## config.mk

```make
export PLATFORM = sky130hd
export DESIGN_NAME = tcdm_bank
export DESIGN_NICKNAME = d
export VERILOG_FILES = /design/src/rtl/tcdm_pkg.sv /design/src/rtl/tcdm_bank.sv
export SDC_FILE = /design/constraint.sdc
export NUM_CORES = 2
export LEC_CHECK = 0
export BUFFER_PORTS_ARGS = -buffer_cell sky130_fd_sc_hd__clkbuf_2
export CORE_AREA = 2 2 587 589
export DETAILED_ROUTE_END_ITERATION = 16
export DIE_AREA = 0 0 589 591
export HOLD_SLACK_MARGIN = 0.15
export SLEW_MARGIN = 40
export SYNTH_ARGS = -nofsm -noshare
export SYNTH_HDL_FRONTEND = slang
export SYNTH_SLANG_ARGS = --single-unit
```

## constraint.sdc

```tcl
create_clock -name clk_i -period 5.1 [get_ports clk_i]
set_clock_uncertainty 0.05 [all_clocks]
set_input_delay 1.53 -clock clk_i [delete_from_list [all_inputs] [get_ports clk_i]]
set_output_delay 1.53 -clock clk_i [all_outputs]
set_load 0.01 [all_outputs]
```

## src/rtl/tcdm_pkg.sv

```systemverilog
// TCDM subsystem package with sizes, address fields, bank queue depth and enums
`default_nettype none

package tcdm_pkg;

  localparam int unsigned NumIn         = 4;   // Initiators
  localparam int unsigned NumOut        = 8;   // Banks
  localparam int unsigned NumInLog2     = 2;   // Initiator index width
  localparam int unsigned NumOutLog2    = 3;   // Bank index width
  localparam int unsigned AddrWidth     = 32;  // Initiator address
  localparam int unsigned DataWidth     = 32;
  localparam int unsigned BeWidth       = 4;   // One bit per byte
  localparam int unsigned ByteOffWidth  = 2;   // Byte offset below bank index
  localparam int unsigned AddrMemWidth  = 6;   // 64 words per bank
  // Opcode, byte enables, word address, write data
  localparam int unsigned ReqAggWidth   = 1 + BeWidth + AddrMemWidth + DataWidth;
  localparam int unsigned BankDepth     = 4;   // Pending requests per bank
  localparam int unsigned BankDepthLog2 = 2;
  localparam int unsigned MaxLatency    = 4;   // Smallest latency is 1

  // Per-bank LFSR seeds, never zero
  localparam logic [NumOut-1:0][15:0] LfsrSeed = {
    16'h9e37, 16'h5a5a, 16'h3c1d, 16'hb4e1, 16'h7f13, 16'h2468, 16'hc0de, 16'hace1
  };

  typedef enum logic {OP_READ, OP_WRITE} op_e;

  typedef enum logic [1:0] {BANK_IDLE, BANK_WAIT, BANK_RESP} bank_state_e;

endpackage : tcdm_pkg

`default_nettype wire

```

## src/rtl/tcdm_bank.sv

```systemverilog
// Memory bank answering each request in order after an LFSR-drawn latency
`default_nettype none

module tcdm_bank #(
  parameter int unsigned BankIdx = 0  // Selects the LFSR seed
) (
  input  logic                              clk_i,
  input  logic                              rst_n_i,
  input  logic                              req_valid_i,
  output logic                              req_ready_o,
  input  logic [tcdm_pkg::NumInLog2-1:0]    req_ini_addr_i,
  input  logic                              req_wen_i,
  input  logic [tcdm_pkg::BeWidth-1:0]      req_be_i,
  input  logic [tcdm_pkg::AddrMemWidth-1:0] req_word_addr_i,
  input  logic [tcdm_pkg::DataWidth-1:0]    req_wdata_i,
  output logic                              resp_valid_o,
  input  logic                              resp_ready_i,
  output logic [tcdm_pkg::NumInLog2-1:0]    resp_ini_addr_o,
  output logic [tcdm_pkg::DataWidth-1:0]    resp_rdata_o
);

  import tcdm_pkg::*;

  logic [DataWidth-1:0]     mem_q [2**AddrMemWidth];  // Bank storage
  logic [NumInLog2-1:0]     ini_q [BankDepth];        // Queue, requesting initiator
  logic [DataWidth-1:0]     data_q [BankDepth];       // Queue, result word
  logic [BankDepthLog2-1:0] wr_ptr_q, rd_ptr_q;
  logic [BankDepthLog2:0]   cnt_q;                    // Entries held, 0 to BankDepth
  logic [15:0]              lfsr_q;
  logic [$clog2(MaxLatency)-1:0] lat_q;               // Remaining wait minus one
  bank_state_e              state_q;
  op_e                      req_op;
  logic [DataWidth-1:0]     merged;                   // Memory word after byte merge
  logic                     req_fire, resp_fire;

  assign req_op       = op_e'(req_wen_i);
  assign req_ready_o  = (cnt_q != (BankDepthLog2 + 1)'(BankDepth));  // Low only when full
  assign req_fire     = req_valid_i & req_ready_o;
  assign resp_valid_o = (state_q == BANK_RESP);
  assign resp_fire    = resp_valid_o & resp_ready_i;
  assign resp_ini_addr_o = ini_q[rd_ptr_q];  // Head entry
  assign resp_rdata_o    = data_q[rd_ptr_q];

  // Byte-enable merge, reads keep the stored word
  always_comb begin
    merged = mem_q[req_word_addr_i];
    if (req_op == OP_WRITE) begin
      for (int unsigned b = 0; b < BeWidth; b++) begin
        if (req_be_i[b]) merged[8*b +: 8] = req_wdata_i[8*b +: 8];
      end
    end
  end

  // Memory and queue payload
  always_ff @(posedge clk_i) begin
    if (req_fire) begin
      if (req_op == OP_WRITE) mem_q[req_word_addr_i] <= merged;
      ini_q[wr_ptr_q]  <= req_ini_addr_i;
      data_q[wr_ptr_q] <= merged;  // Merged word for writes too
    end
  end

  // Queue pointers and fill level
  always_ff @(posedge clk_i or negedge rst_n_i) begin
    if (!rst_n_i) begin
      wr_ptr_q <= '0;
      rd_ptr_q <= '0;
      cnt_q    <= '0;
    end else begin
      if (req_fire)  wr_ptr_q <= wr_ptr_q + 1'b1;  // Wraps at BankDepth
      if (resp_fire) rd_ptr_q <= rd_ptr_q + 1'b1;
      case ({req_fire, resp_fire})
        2'b10:   cnt_q <= cnt_q + 1'b1;
        2'b01:   cnt_q <= cnt_q - 1'b1;
        default: cnt_q <= cnt_q;  // Both or neither
      endcase
    end
  end

  // Free-running Fibonacci LFSR, taps 16 14 13 11
  always_ff @(posedge clk_i or negedge rst_n_i) begin
    if (!rst_n_i) begin
      lfsr_q <= LfsrSeed[BankIdx];
    end else begin
      lfsr_q <= {lfsr_q[14:0], lfsr_q[15] ^ lfsr_q[13] ^ lfsr_q[12] ^ lfsr_q[10]};
    end
  end

  // Output stage paces the head entry
  always_ff @(posedge clk_i or negedge rst_n_i) begin
    if (!rst_n_i) begin
      state_q <= BANK_IDLE;
      lat_q   <= '0;
    end else begin
      unique case (state_q)
        BANK_IDLE: begin
          if (cnt_q != '0) begin
            lat_q   <= lfsr_q[$clog2(MaxLatency)-1:0];  // Wait of 1 to MaxLatency
            state_q <= BANK_WAIT;
          end
        end
        BANK_WAIT: begin
          if (lat_q == '0) state_q <= BANK_RESP;
          else             lat_q   <= lat_q - 1'b1;
        end
        BANK_RESP: begin
          if (resp_ready_i) state_q <= BANK_IDLE;  // Held until taken
        end
        default: state_q <= BANK_IDLE;
      endcase
    end
  end

endmodule : tcdm_bank

`default_nettype wire

```

==> results.toml <==
[layout]
drive_gt1_share_pct = 27.56
synthToLayoutAreaGrowth_pct = 20.89
fin_util_pct = 30.12
multi_input_area_um2 = 17900
register_area_um2 = 66270
num-nets-final = 4968
nFillCells = 32978

[synthesis]
syn-cell-area_um2 = 85190
syn_nets = 4427
synth_edf_count = 2184
synth_largest_area_cell = "edfxtp_1"
synthDistinctLibCells = 74
ys.flop_type = "edfxtp_1"
async_reset_ff_share_pct = 1.221
ys_seq_elements = 2211
yosys_warnings = 0
syn_area_per_cell_um2 = 19.49
netlist_top_cells_area = "edfxtp_1 (77%), mux4_2 (5.5%), mux2i_1 (2.8%)"
synth_top_area_share_pct = 76.98
synth_cells = 4371
ys_seq_area_share_pct = 77.79

[die]
die-area_um2 = 348100
initial_utilization_pct = 24.92
ios = 85
fp.dieH_um = 591
row_count = 215
core_um2 = 341900
die_w_um = 589

[routing]
wirelength_um = 294600
drc = 0
drtIter0Drc = 8394
drt.antenna.violating_nets = 0
vias = 49854
drt-pass1-iter-count = 8
wire_per_inst_um = 30.52
post_drt_via_cell_ratio = 5.165

[run_status]
status = "finished, final reports clean"

[cts]
cts_tree = "built"
cts_setup_buffers = 0
clk_pin_slew_worst_paths_ps = 60
cts_max_level = 4
cts-root-buf = "clkbuf_16"
clock_path_buffers = 3
numCtsBuffers = 219
clock_sinks = 2211
hold_buffers = 0
cts_resized = 0
clk_latency_ps = 880

[worst_setup_path]
cp_top_family = "compound AO/OA/AOI/OAI gates"
slowest_delay_ps = 610
critPathBufInv = 6
crit_top_cell = "buf_12"
cp.arrival_ps = 4890
endpoint_kind = "flip-flop"
crit_type = "input port to flip-flop"
path_cells = "buf_8 > buf_12 > buf_12 > buf_4 > mux2i_1 > o22ai_1 > o21ai_0 > buf_4 > o211ai_1 > o32a_2 > buf_12"
cp-start-kind = "input port"
cp_data_required_time_ps = 5630
crit_fanout = 32
slowest_stage = "o21ai_0"

[timing]
holdWs_ps = 300.6
rsz0062_at_grt = "false"
fin_ws_ps = 744.3
min_period_ps = 4356
hold_viol = 0
min_period_over_period_pct = 85.40
fmax_ghz = 0.2296
setup_violations = 0
setup_tns_ps = 0
slew_viol_final = 0
tightest_slew_ps = 976.8
relSlewSlack_pct = 34.19

[placed_design]
pre_cts_ws_ps = -48.99
place_congestion = 0.8694
hpwl_um = 185000
portBuffers = 84

[global_routing]
grt_max_degree = 69
grt_pass1_wl_um = 402200
gr-total-overflow = 0
grt_usage_pct = 16.45
antenna_found_initial = 19
grt_pass1_vias = 47569

[power_and_ir_drop]
power_density_nw_per_um2 = 398.9
design_power_total_mw = 41.08
leakagePower_nw = 32.69
max-vdd-ir-drop_mv = 0.4173

[job]
maxCapViolCount = 0

[hold_path]
hold_class = "flip-flop to flip-flop"
## path summary, 6_finish.rpt
check | from | to | slack (ps) | cells past startpoint
min in group asynchronous | rst_n_i | cnt_q[1] | 630 | 1
worst min register to register | lfsr_q[9] | lfsr_q[10] | 300 | 0
worst max-delay path | req_word_addr_i[2] | mem_q[35][6] | 740 | 11
worst max register to register | mem_q[30][15] | mem_q[49][15] | 2030 | 7
worst min-delay path | lfsr_q[9] | lfsr_q[10] | 300 | 0
max in group asynchronous | rst_n_i | rd_ptr_q[0] | 3900 | 1
## cells in the final DEF (no fill, tap or decap), types with 10 or more instances in the layout
cell        Yosys  layout
edfxtp_1     2184    2184
buf_4          52     376
mux2i_1       238     238
clkbuf_16       0     221
mux4_2        209     209
a221oi_1      174     174
buf_12          0     147
a21oi_1       133     132
mux2_2        129     129
a22oi_1       117     117
nand2_1       106     105
o21ai_0       101      99
nor2_1        161      96
o22ai_1        84      84
clkbuf_2        0      81
nor2_4          0      67
clkinv_1        0      52
clkbuf_1       91      51
a221o_1        45      45
a22o_1         44      44
clkinv_2        0      35
nand3_1        29      28
o32a_2          0      23
mux2_1         19      19
a222oi_1       17      17
a211oi_1       17      17
o221ai_1       17      17
dfrtp_1        19      17
o211ai_1       15      15
o22a_1         15      14
bufinv_16       0      14
a221oi_2       12      12
and3_1         14      10
clkinvlp_4      0      10
## through the flow
| stage | instance area [um2] | cells |
|---|---|---|
| global placement | 96130 | 9247 |
| floorplan | 85230 | 4371 |
| finish | 103000 | 9652 |
| detailed placement | 96140 | 9247 |
| CTS | 103000 | 9647 |
| global route | 103000 | 9648 |
## Yosys cell counts, drive strengths merged, types with 23 or more instances
cell type,instances
a221o,45
nor2,165
nand2,106
mux2,154
buf,197
mux2i,238
nand3,29
o32a,23
o21ai,107
a221oi,186
a22oi,117
a21oi,133
o22ai,84
clkbuf,91
edfxtp,2184
a22o,44
mux4,209
## power by group
part,internal (mW),switching (mW)
registers,20.9,0.157
logic,1.48,2.96
clock network,8.66,6.94
total,31.0,10.1
## layout make-up
class,count,share of cell area (%)
multi-input combinational,1862,17.38
antenna,4,0.009720
timing repair buffer,608,6.043
sequential,2211,64.35
inverter,10,0.04617
tap,4557,5.537
clock inverter,128,1.074
clock buffer,272,5.556
## registers in the layout, indices dropped and copies added (netlist names)
| register | count |
|---|---|
| state_q | 2 |
| lat_q | 2 |
| cnt_q | 3 |
| ini_q | 8 |
| wr_ptr_q | 2 |
| mem_q | 2048 |
| data_q | 128 |
| rd_ptr_q | 2 |
| lfsr_q | 16 |
## kinds of logic (layout without fill, tap and decap cells)
kind of cell / count (synthesis) / count (layout) / share of synthesized area, %
adder cells (fa/ha/maj): 7 / 7 / 0.1116
flip-flops: 2211 / 2211 / 77.79
AO/OA/AOI/OAI: 876 / 876 / 7.658
buffers and inverters: 298 / 1018 / 2.024
AND/OR/NAND/NOR: 369 / 369 / 1.940
multiplexers: 601 / 601 / 10.38
other: 0 / 4 / 0
XOR/XNOR: 9 / 9 / 0.09254
## routing by layer
layer  up-vias  track usage (%)  part of all wire [%]
li1      19390                -                     -
met1     26255            22.25                    38
met2      3556            25.88                    46
met3       647            3.468                    12
met4         6            6.321                   4.3
met5         -                0                 0.014
No activity file was read; power rests on OpenSTA's default activity.
