File: config.mk
export PLATFORM = sky130hd
export DESIGN_NAME = variable_latency_interconnect
export DESIGN_NICKNAME = d
export VERILOG_FILES = /design/src/rtl/tcdm_pkg.sv /design/src/rtl/rr_arbiter.sv /design/src/rtl/full_duplex_xbar.sv /design/src/rtl/variable_latency_interconnect.sv
export SDC_FILE = /design/constraint.sdc
export NUM_CORES = 1
export LEC_CHECK = 0
export BUFFER_PORTS_ARGS = -buffer_cell sky130_fd_sc_hd__buf_2
export CAP_MARGIN = 0
export CORE_AREA = 10 10 414 416
export DETAILED_ROUTE_END_ITERATION = 10
export DIE_AREA = 0 0 424 426
export GPL_TIMING_DRIVEN = 0
export PLACE_DENSITY = 0.34
export SLEW_MARGIN = 5
export SYNTH_ARGS = -nofsm -noshare
export SYNTH_HDL_FRONTEND = slang
export SYNTH_SLANG_ARGS = --single-unit
File: constraint.sdc
create_clock -name clk_i -period 4.65 [get_ports clk_i]
set_input_delay 0.465 -clock clk_i [delete_from_list [all_inputs] [get_ports clk_i]]
set_output_delay 0.465 -clock clk_i [all_outputs]
set_load 0.005 [all_outputs]
File: src/rtl/tcdm_pkg.sv
// TCDM subsystem package with sizes, address fields, bank queue depth and enums
`default_nettype none

package tcdm_pkg;

  localparam int unsigned NumIn         = 4;   // Initiators
  localparam int unsigned NumOut        = 8;   // Banks
  localparam int unsigned NumInLog2     = 2;   // Initiator index width
  localparam int unsigned NumOutLog2    = 3;   // Bank index width
  localparam int unsigned AddrWidth     = 32;  // Initiator address
  localparam int unsigned DataWidth     = 32;
  localparam int unsigned BeWidth       = 4;   // One bit per byte
  localparam int unsigned ByteOffWidth  = 2;   // Byte offset below bank index
  localparam int unsigned AddrMemWidth  = 6;   // 64 words per bank
  // Opcode, byte enables, word address, write data
  localparam int unsigned ReqAggWidth   = 1 + BeWidth + AddrMemWidth + DataWidth;
  localparam int unsigned BankDepth     = 4;   // Pending requests per bank
  localparam int unsigned BankDepthLog2 = 2;
  localparam int unsigned MaxLatency    = 4;   // Smallest latency is 1

  // Per-bank LFSR seeds, never zero
  localparam logic [NumOut-1:0][15:0] LfsrSeed = {
    16'h9e37, 16'h5a5a, 16'h3c1d, 16'hb4e1, 16'h7f13, 16'h2468, 16'hc0de, 16'hace1
  };

  typedef enum logic {OP_READ, OP_WRITE} op_e;

  typedef enum logic [1:0] {BANK_IDLE, BANK_WAIT, BANK_RESP} bank_state_e;

endpackage : tcdm_pkg

`default_nettype wire

File: src/rtl/rr_arbiter.sv
// Round-robin arbiter with rotating priority pointer, one-hot grant and winner index
`default_nettype none

module rr_arbiter #(
  parameter int unsigned NumReq = tcdm_pkg::NumIn  // Requester count, power of two
) (
  input  logic              clk_i,
  input  logic              rst_n_i,
  input  logic [NumReq-1:0] req_i,  // Pending requests
  input  logic              ack_i,  // Granted transfer completed
  output logic [NumReq-1:0] gnt_o,  // One-hot grant
  // Index width picked from the package by requester count
  output logic [(NumReq > tcdm_pkg::NumIn ? tcdm_pkg::NumOutLog2
                                          : tcdm_pkg::NumInLog2)-1:0] idx_o
);

  logic [$bits(idx_o)-1:0] ptr_q;  // Highest priority requester
  logic [$bits(idx_o)-1:0] cand;
  logic                    found;

  // First requester at or after the pointer, wrapping
  always_comb begin
    idx_o = ptr_q;
    found = 1'b0;
    cand  = ptr_q;
    for (int unsigned k = 0; k < NumReq; k++) begin
      cand = ptr_q + $bits(idx_o)'(k);  // Wraps since NumReq is a power of two
      if (!found && req_i[cand]) begin
        idx_o = cand;
        found = 1'b1;
      end
    end
    gnt_o        = '0;
    gnt_o[idx_o] = found;  // No grant without a request
  end

  // Pointer moves past the winner only on a transfer
  always_ff @(posedge clk_i or negedge rst_n_i) begin
    if (!rst_n_i) begin
      ptr_q <= '0;
    end else if (ack_i) begin
      ptr_q <= idx_o + 1'b1;
    end
  end

endmodule : rr_arbiter

`default_nettype wire

File: src/rtl/full_duplex_xbar.sv
// Full crossbar pair routing requests to banks and responses back to initiators
`default_nettype none

module full_duplex_xbar (
  input  logic                                                   clk_i,
  input  logic                                                   rst_n_i,
  // Initiator side
  input  logic [tcdm_pkg::NumIn-1:0]                             req_valid_i,
  output logic [tcdm_pkg::NumIn-1:0]                             req_ready_o,
  input  logic [tcdm_pkg::NumIn-1:0][tcdm_pkg::NumOutLog2-1:0]   req_tgt_addr_i,  // Bank index
  input  logic [tcdm_pkg::NumIn-1:0][tcdm_pkg::ReqAggWidth-1:0]  req_wdata_i,     // Packed payload
  output logic [tcdm_pkg::NumIn-1:0]                             resp_valid_o,
  input  logic [tcdm_pkg::NumIn-1:0]                             resp_ready_i,
  output logic [tcdm_pkg::NumIn-1:0][tcdm_pkg::DataWidth-1:0]    resp_rdata_o,
  // Bank side
  output logic [tcdm_pkg::NumOut-1:0]                            req_valid_o,
  input  logic [tcdm_pkg::NumOut-1:0]                            req_ready_i,
  output logic [tcdm_pkg::NumOut-1:0][tcdm_pkg::NumInLog2-1:0]   req_ini_addr_o,
  output logic [tcdm_pkg::NumOut-1:0][tcdm_pkg::ReqAggWidth-1:0] req_wdata_o,
  input  logic [tcdm_pkg::NumOut-1:0]                            resp_valid_i,
  output logic [tcdm_pkg::NumOut-1:0]                            resp_ready_o,
  input  logic [tcdm_pkg::NumOut-1:0][tcdm_pkg::NumInLog2-1:0]   resp_ini_addr_i,
  input  logic [tcdm_pkg::NumOut-1:0][tcdm_pkg::DataWidth-1:0]   resp_rdata_i
);

  import tcdm_pkg::*;

  logic [NumOut-1:0][NumIn-1:0]   req_vec;   // Per bank, initiators aiming at it
  logic [NumOut-1:0][NumIn-1:0]   req_gnt;
  logic [NumIn-1:0][NumOut-1:0]   resp_vec;  // Per initiator, banks answering it
  logic [NumIn-1:0][NumOut-1:0]   resp_gnt;
  logic [NumIn-1:0][NumOutLog2-1:0] resp_idx;  // Winning bank per initiator

  // Request path
  for (genvar j = 0; j < NumOut; j++) begin : gen_req_bank
    for (genvar i = 0; i < NumIn; i++) begin : gen_req_dec
      assign req_vec[j][i] = req_valid_i[i] & (req_tgt_addr_i[i] == NumOutLog2'(j));
    end

    rr_arbiter #(
      .NumReq(NumIn)
    ) i_req_arb (
      .clk_i  (clk_i                          ),
      .rst_n_i(rst_n_i                        ),
      .req_i  (req_vec[j]                     ),
      .ack_i  (req_valid_o[j] & req_ready_i[j]),
      .gnt_o  (req_gnt[j]                     ),
      .idx_o  (req_ini_addr_o[j]              )  // Winner doubles as initiator index
    );

    assign req_valid_o[j] = |req_vec[j];  // No dependence on ready
    assign req_wdata_o[j] = req_wdata_i[req_ini_addr_o[j]];
  end

  // Ready back to initiator only when its bank grants it
  for (genvar i = 0; i < NumIn; i++) begin : gen_req_ready
    assign req_ready_o[i] = req_ready_i[req_tgt_addr_i[i]]
                          & req_gnt[req_tgt_addr_i[i]][i];
  end

  // Response path
  for (genvar i = 0; i < NumIn; i++) begin : gen_resp_ini
    for (genvar j = 0; j < NumOut; j++) begin : gen_resp_dec
      assign resp_vec[i][j] = resp_valid_i[j] & (resp_ini_addr_i[j] == NumInLog2'(i));
    end

    rr_arbiter #(
      .NumReq(NumOut)
    ) i_resp_arb (
      .clk_i  (clk_i                            ),
      .rst_n_i(rst_n_i                          ),
      .req_i  (resp_vec[i]                      ),
      .ack_i  (resp_valid_o[i] & resp_ready_i[i]),
      .gnt_o  (resp_gnt[i]                      ),
      .idx_o  (resp_idx[i]                      )
    );

    assign resp_valid_o[i] = |resp_vec[i];
    assign resp_rdata_o[i] = resp_rdata_i[resp_idx[i]];
  end

  // Bank sees ready only while the addressed initiator grants it
  for (genvar j = 0; j < NumOut; j++) begin : gen_resp_ready
    assign resp_ready_o[j] = resp_ready_i[resp_ini_addr_i[j]]
                           & resp_gnt[resp_ini_addr_i[j]][j];
  end

endmodule : full_duplex_xbar

`default_nettype wire

File: src/rtl/variable_latency_interconnect.sv
// Interconnect splitting addresses into bank and word, packing payload around the crossbar
`default_nettype none

module variable_latency_interconnect (
  input  logic                                                    clk_i,
  input  logic                                                    rst_n_i,
  // Initiator side
  input  logic [tcdm_pkg::NumIn-1:0]                              req_valid_i,
  output logic [tcdm_pkg::NumIn-1:0]                              req_ready_o,
  input  logic [tcdm_pkg::NumIn-1:0][tcdm_pkg::AddrWidth-1:0]     req_addr_i,
  input  logic [tcdm_pkg::NumIn-1:0]                              req_wen_i,
  input  logic [tcdm_pkg::NumIn-1:0][tcdm_pkg::DataWidth-1:0]     req_wdata_i,
  input  logic [tcdm_pkg::NumIn-1:0][tcdm_pkg::BeWidth-1:0]       req_be_i,
  output logic [tcdm_pkg::NumIn-1:0]                              resp_valid_o,
  input  logic [tcdm_pkg::NumIn-1:0]                              resp_ready_i,
  output logic [tcdm_pkg::NumIn-1:0][tcdm_pkg::DataWidth-1:0]     resp_rdata_o,
  // Bank side
  output logic [tcdm_pkg::NumOut-1:0]                             req_valid_o,
  input  logic [tcdm_pkg::NumOut-1:0]                             req_ready_i,
  output logic [tcdm_pkg::NumOut-1:0][tcdm_pkg::NumInLog2-1:0]    req_ini_addr_o,
  output logic [tcdm_pkg::NumOut-1:0]                             req_wen_o,
  output logic [tcdm_pkg::NumOut-1:0][tcdm_pkg::BeWidth-1:0]      req_be_o,
  output logic [tcdm_pkg::NumOut-1:0][tcdm_pkg::AddrMemWidth-1:0] req_word_addr_o,
  output logic [tcdm_pkg::NumOut-1:0][tcdm_pkg::DataWidth-1:0]    req_wdata_o,
  input  logic [tcdm_pkg::NumOut-1:0]                             resp_valid_i,
  output logic [tcdm_pkg::NumOut-1:0]                             resp_ready_o,
  input  logic [tcdm_pkg::NumOut-1:0][tcdm_pkg::NumInLog2-1:0]    resp_ini_addr_i,
  input  logic [tcdm_pkg::NumOut-1:0][tcdm_pkg::DataWidth-1:0]    resp_rdata_i
);

  import tcdm_pkg::*;

  logic [NumIn-1:0][NumOutLog2-1:0]   tgt_sel;   // Bank index per initiator
  logic [NumIn-1:0][ReqAggWidth-1:0]  agg_in;
  logic [NumOut-1:0][ReqAggWidth-1:0] agg_out;

  for (genvar i = 0; i < NumIn; i++) begin : gen_pack
    assign tgt_sel[i] = req_addr_i[i][ByteOffWidth +: NumOutLog2];  // Word interleaving
    // Upper address bits above the word field are dropped
    assign agg_in[i]  = {req_wen_i[i], req_be_i[i],
                         req_addr_i[i][ByteOffWidth + NumOutLog2 +: AddrMemWidth],
                         req_wdata_i[i]};
  end

  for (genvar j = 0; j < NumOut; j++) begin : gen_unpack
    assign {req_wen_o[j], req_be_o[j], req_word_addr_o[j], req_wdata_o[j]} = agg_out[j];
  end

  full_duplex_xbar i_xbar (
    .clk_i          (clk_i          ),
    .rst_n_i        (rst_n_i        ),
    .req_valid_i    (req_valid_i    ),
    .req_ready_o    (req_ready_o    ),
    .req_tgt_addr_i (tgt_sel        ),
    .req_wdata_i    (agg_in         ),
    .resp_valid_o   (resp_valid_o   ),
    .resp_ready_i   (resp_ready_i   ),
    .resp_rdata_o   (resp_rdata_o   ),
    .req_valid_o    (req_valid_o    ),
    .req_ready_i    (req_ready_i    ),
    .req_ini_addr_o (req_ini_addr_o ),
    .req_wdata_o    (agg_out        ),
    .resp_valid_i   (resp_valid_i   ),
    .resp_ready_o   (resp_ready_o   ),
    .resp_ini_addr_i(resp_ini_addr_i),
    .resp_rdata_i   (resp_rdata_i   )
  );

endmodule : variable_latency_interconnect

`default_nettype wire

==> run summary <==
Status -> finished, violations left
Failing checks -> negative setup slack
Layout cells sized above 1 -> 47.8%
IO Pins -> 1086
Min Tclk post-route -> 4740 ps
Crit-path max cell delay -> 590 ps
Worst-skew pair later-pin latency -> 300 ps
Starting DRC count in detailed routing -> 2941
Area Growth Syn to Fin -> 48.6%
CP top delay family -> multiplexers
CP max-delay cell -> mux4_2
Area leader, netlist -> mux4_2
Drt via density -> 5.30
First-pass GRT wire length -> 297000 µm
Root Driver -> clkbuf_16
Final worst path period share -> 102%
Wire per inst -> 35.6 µm
Worst Skew -> 0.964 ps
Gr ovfl total -> 0
Endpoints failing setup -> 25
Register area -> 703 µm²
CORE AREA -> 163000 µm²
EDFF count, synth -> 0
Overall die width -> 424 µm
Max Clk Rate -> 0.211 GHz
Largest net degree at the start of global routing -> 29
Clk pin slew, worst setup/hold paths -> 110 ps
Clock sink count -> 28
Die Span Y -> 426 µm
Synth Register Bits -> 28
Sequential area share after synthesis -> 2.73%
PnR worst setup slack -> -94.4 ps
Async S/R FF share, synth -> 100%
Antenna violations before repair -> 57
Hold Vio Cnt, Final -> 0
Most common cell after layout, fill and taps aside -> buf_2
H-tree depth -> 1
Worst path required time -> 4180 ps
Total CTS buffers -> 3
Die footprint -> 181000 µm²
Vias in the first global route -> 33349
Commonest non-fill, non-tap cells in the layout -> buf_2, nand2_1, mux2i_1
CTS max path bufs -> 2
CP cell instances -> buf_6 -> inv_8 -> ha_4 -> clkinv_8 -> mux2i_4 -> mux4_2 -> a32o_2 -> a31oi_4 -> xnor2_4 -> buf_12 -> buf_16 -> buf_12 -> mux4_2 -> mux2_4 -> buf_6
Synthesized area -> 25700 µm²
Post-Synthesis Cells -> 2973
CTS tree -> yes
Fillers -> 18199
All-Layer GR Usage -> 23.1%
Mean Syn Cell Area -> 8.63 µm²
Routability cong. -> 0.896
Syn Nets -> 3587
Synth top area share -> 30.0%
CP startpoint kind -> flop
Worst setup EP type -> output port
Worst slew margin -> 9.15%
Crit path max fanout -> 8
Least-Margin Pin Slew -> 1360 ps
Setup CP Type -> flop to output port
Worst Path Buf+Inv -> 7
IO Port Bufs -> 984
Most area-consuming cells after synthesis -> mux4_2, mux2i_1, nand2_1, mux2_2, and3_1
WHS -> 275 ps
Hold_buf cts -> 0
Via count -> 33479
Area of the multi-input gates -> 24600 µm²
Post-DRT Antenna Nets -> 0
DRC -> 0
Crit path DAT -> 4280 ps
Initial Utilization -> 15.8%
Nets -> 4728
HPWL Detailed -> 177000 µm
Max cap viols -> 0
Rows -> 148
Min-delay worst type -> primary input to asynchronous set/reset pin
Slew Viols, Final -> 0
Drt first pass iters -> 5
Worst setup slack after placement -> -2140 ps
RSZ-0062 raised after global routing -> true
Ys flop type -> dfrtp_1
Number of synthesis warnings -> 0
Distinct cells, synth -> 83
Detailed Route WL -> 225000 µm
[path summary, 6_finish.rpt]
path / startpoint / slack (ps) / endpoint / cells after the start
setup / recovery: i_xbar.gen_resp_ini[1].i_resp_arb.ptr_q[1] / -90 / resp_rdata_o[33] / 15
hold / removal: rst_n_i / 270 / i_xbar.gen_resp_ini[3].i_resp_arb.ptr_q[0] / 1
setup reg to reg: i_xbar.gen_resp_ini[1].i_resp_arb.ptr_q[1] / 1030 / i_xbar.gen_resp_ini[1].i_resp_arb.ptr_q[2] / 17
hold reg to reg: i_xbar.gen_req_bank[4].i_req_arb.ptr_q[0] / 550 / i_xbar.gen_req_bank[4].i_req_arb.ptr_q[0] / 2
max in group asynchronous: rst_n_i / 3670 / i_xbar.gen_resp_ini[1].i_resp_arb.ptr_q[0] / 1
min in group clk_i: req_ready_i[3] / 520 / i_xbar.gen_req_bank[3].i_req_arb.ptr_q[0] / 3
[state kept, by name, summed over array words and instances (netlist names)]
signal	cells
i_xbar.gen_req_bank.i_req_arb.ptr_q	16
i_xbar.gen_resp_ini.i_resp_arb.ptr_q	12
[repair_timing]
action                     4_1_cts  5_1_grt
setup endpoints to repair      253      229
gates resized for setup        526      189
hold endpoints to repair         0        0
pin swaps                       53       68
setup buffers                   90       56
gates cloned                    17        6
[synth_stat cells, drive strengths merged (5+ instances only)]
cell and n:
and3 143, xor2 7, a22oi 10, mux4 342
a311oi 5, nor4 13, o221ai 9, clkinv 5
a21o 7, a21oi 37, nor3 15, o22ai 15
or2 8, nor4b 11, a32oi 11, a31oi 136
and3b 16, clkbuf 156, a22o 100, a211oi 10
mux2i 513, nor2b 17, or3b 11, nand2b 17
ha 40, nand3 50, nor2 113, a221oi 40
nor3b 9, and2 9, nand2 637, o21ai 59
dfrtp 28, inv 35, buf 136, nand4 17
or3 5, nand3b 14, xnor2 21, o32ai 5
o211ai 6, mux2 88
[through the flow]
step                cell area (µm²)  std cells  TNS (ps)  util (%)
finish                        38100       6319      -871      23.5
global route                  38100       6316     -6330      23.4
CTS                           37000       6240     -2810      22.8
detailed placement            33500       6139   -226320      20.6
global placement              33300       6132   -456520      20.5
floorplan                     25700       2973         0         -
[final cells by class]
class                      instances  share of cell area, %
timing repair buffer            1154                   18.7
tap                             2175                   7.14
sequential                        28                   1.84
buffer                           274                   6.65
antenna                           31                  0.203
inverter                          40                  0.532
clock inverter                     1                 0.0788
multi-input combinational       2613                   64.6
clock buffer                       3                  0.197
[per-layer routing]
metal | GRT usage, % | wire length [µm] | vias up
met3 | 3.32 | 13100 | 388
li1 | - | - | 13978
met1 | 25.8 | 81500 | 17282
met4 | 10.8 | 12500 | 28
met2 | 42.7 | 118000 | 1803
met5 | 0 | 170 | -
[cells by family (layout without fill, tap and decap cells)]
kind of cell             after synthesis  count (layout)  share of synthesized area (%)
AO/OA/AOI/OAI                        490             490                           14.2
XOR/XNOR                              28              28                           1.04
adder cells (fa/ha/maj)               40              40                           1.95
buffers and inverters                332            1472                           6.06
flip-flops                            28              28                           2.73
multiplexers                         943             943                           53.9
other                                  0              31                              0
AND/OR/NAND/NOR                     1112            1112                           20.1
Power is left out: the tool's default activity adds up to more than one toggle a clock period on the data nets, which glitch-free logic cannot reach.
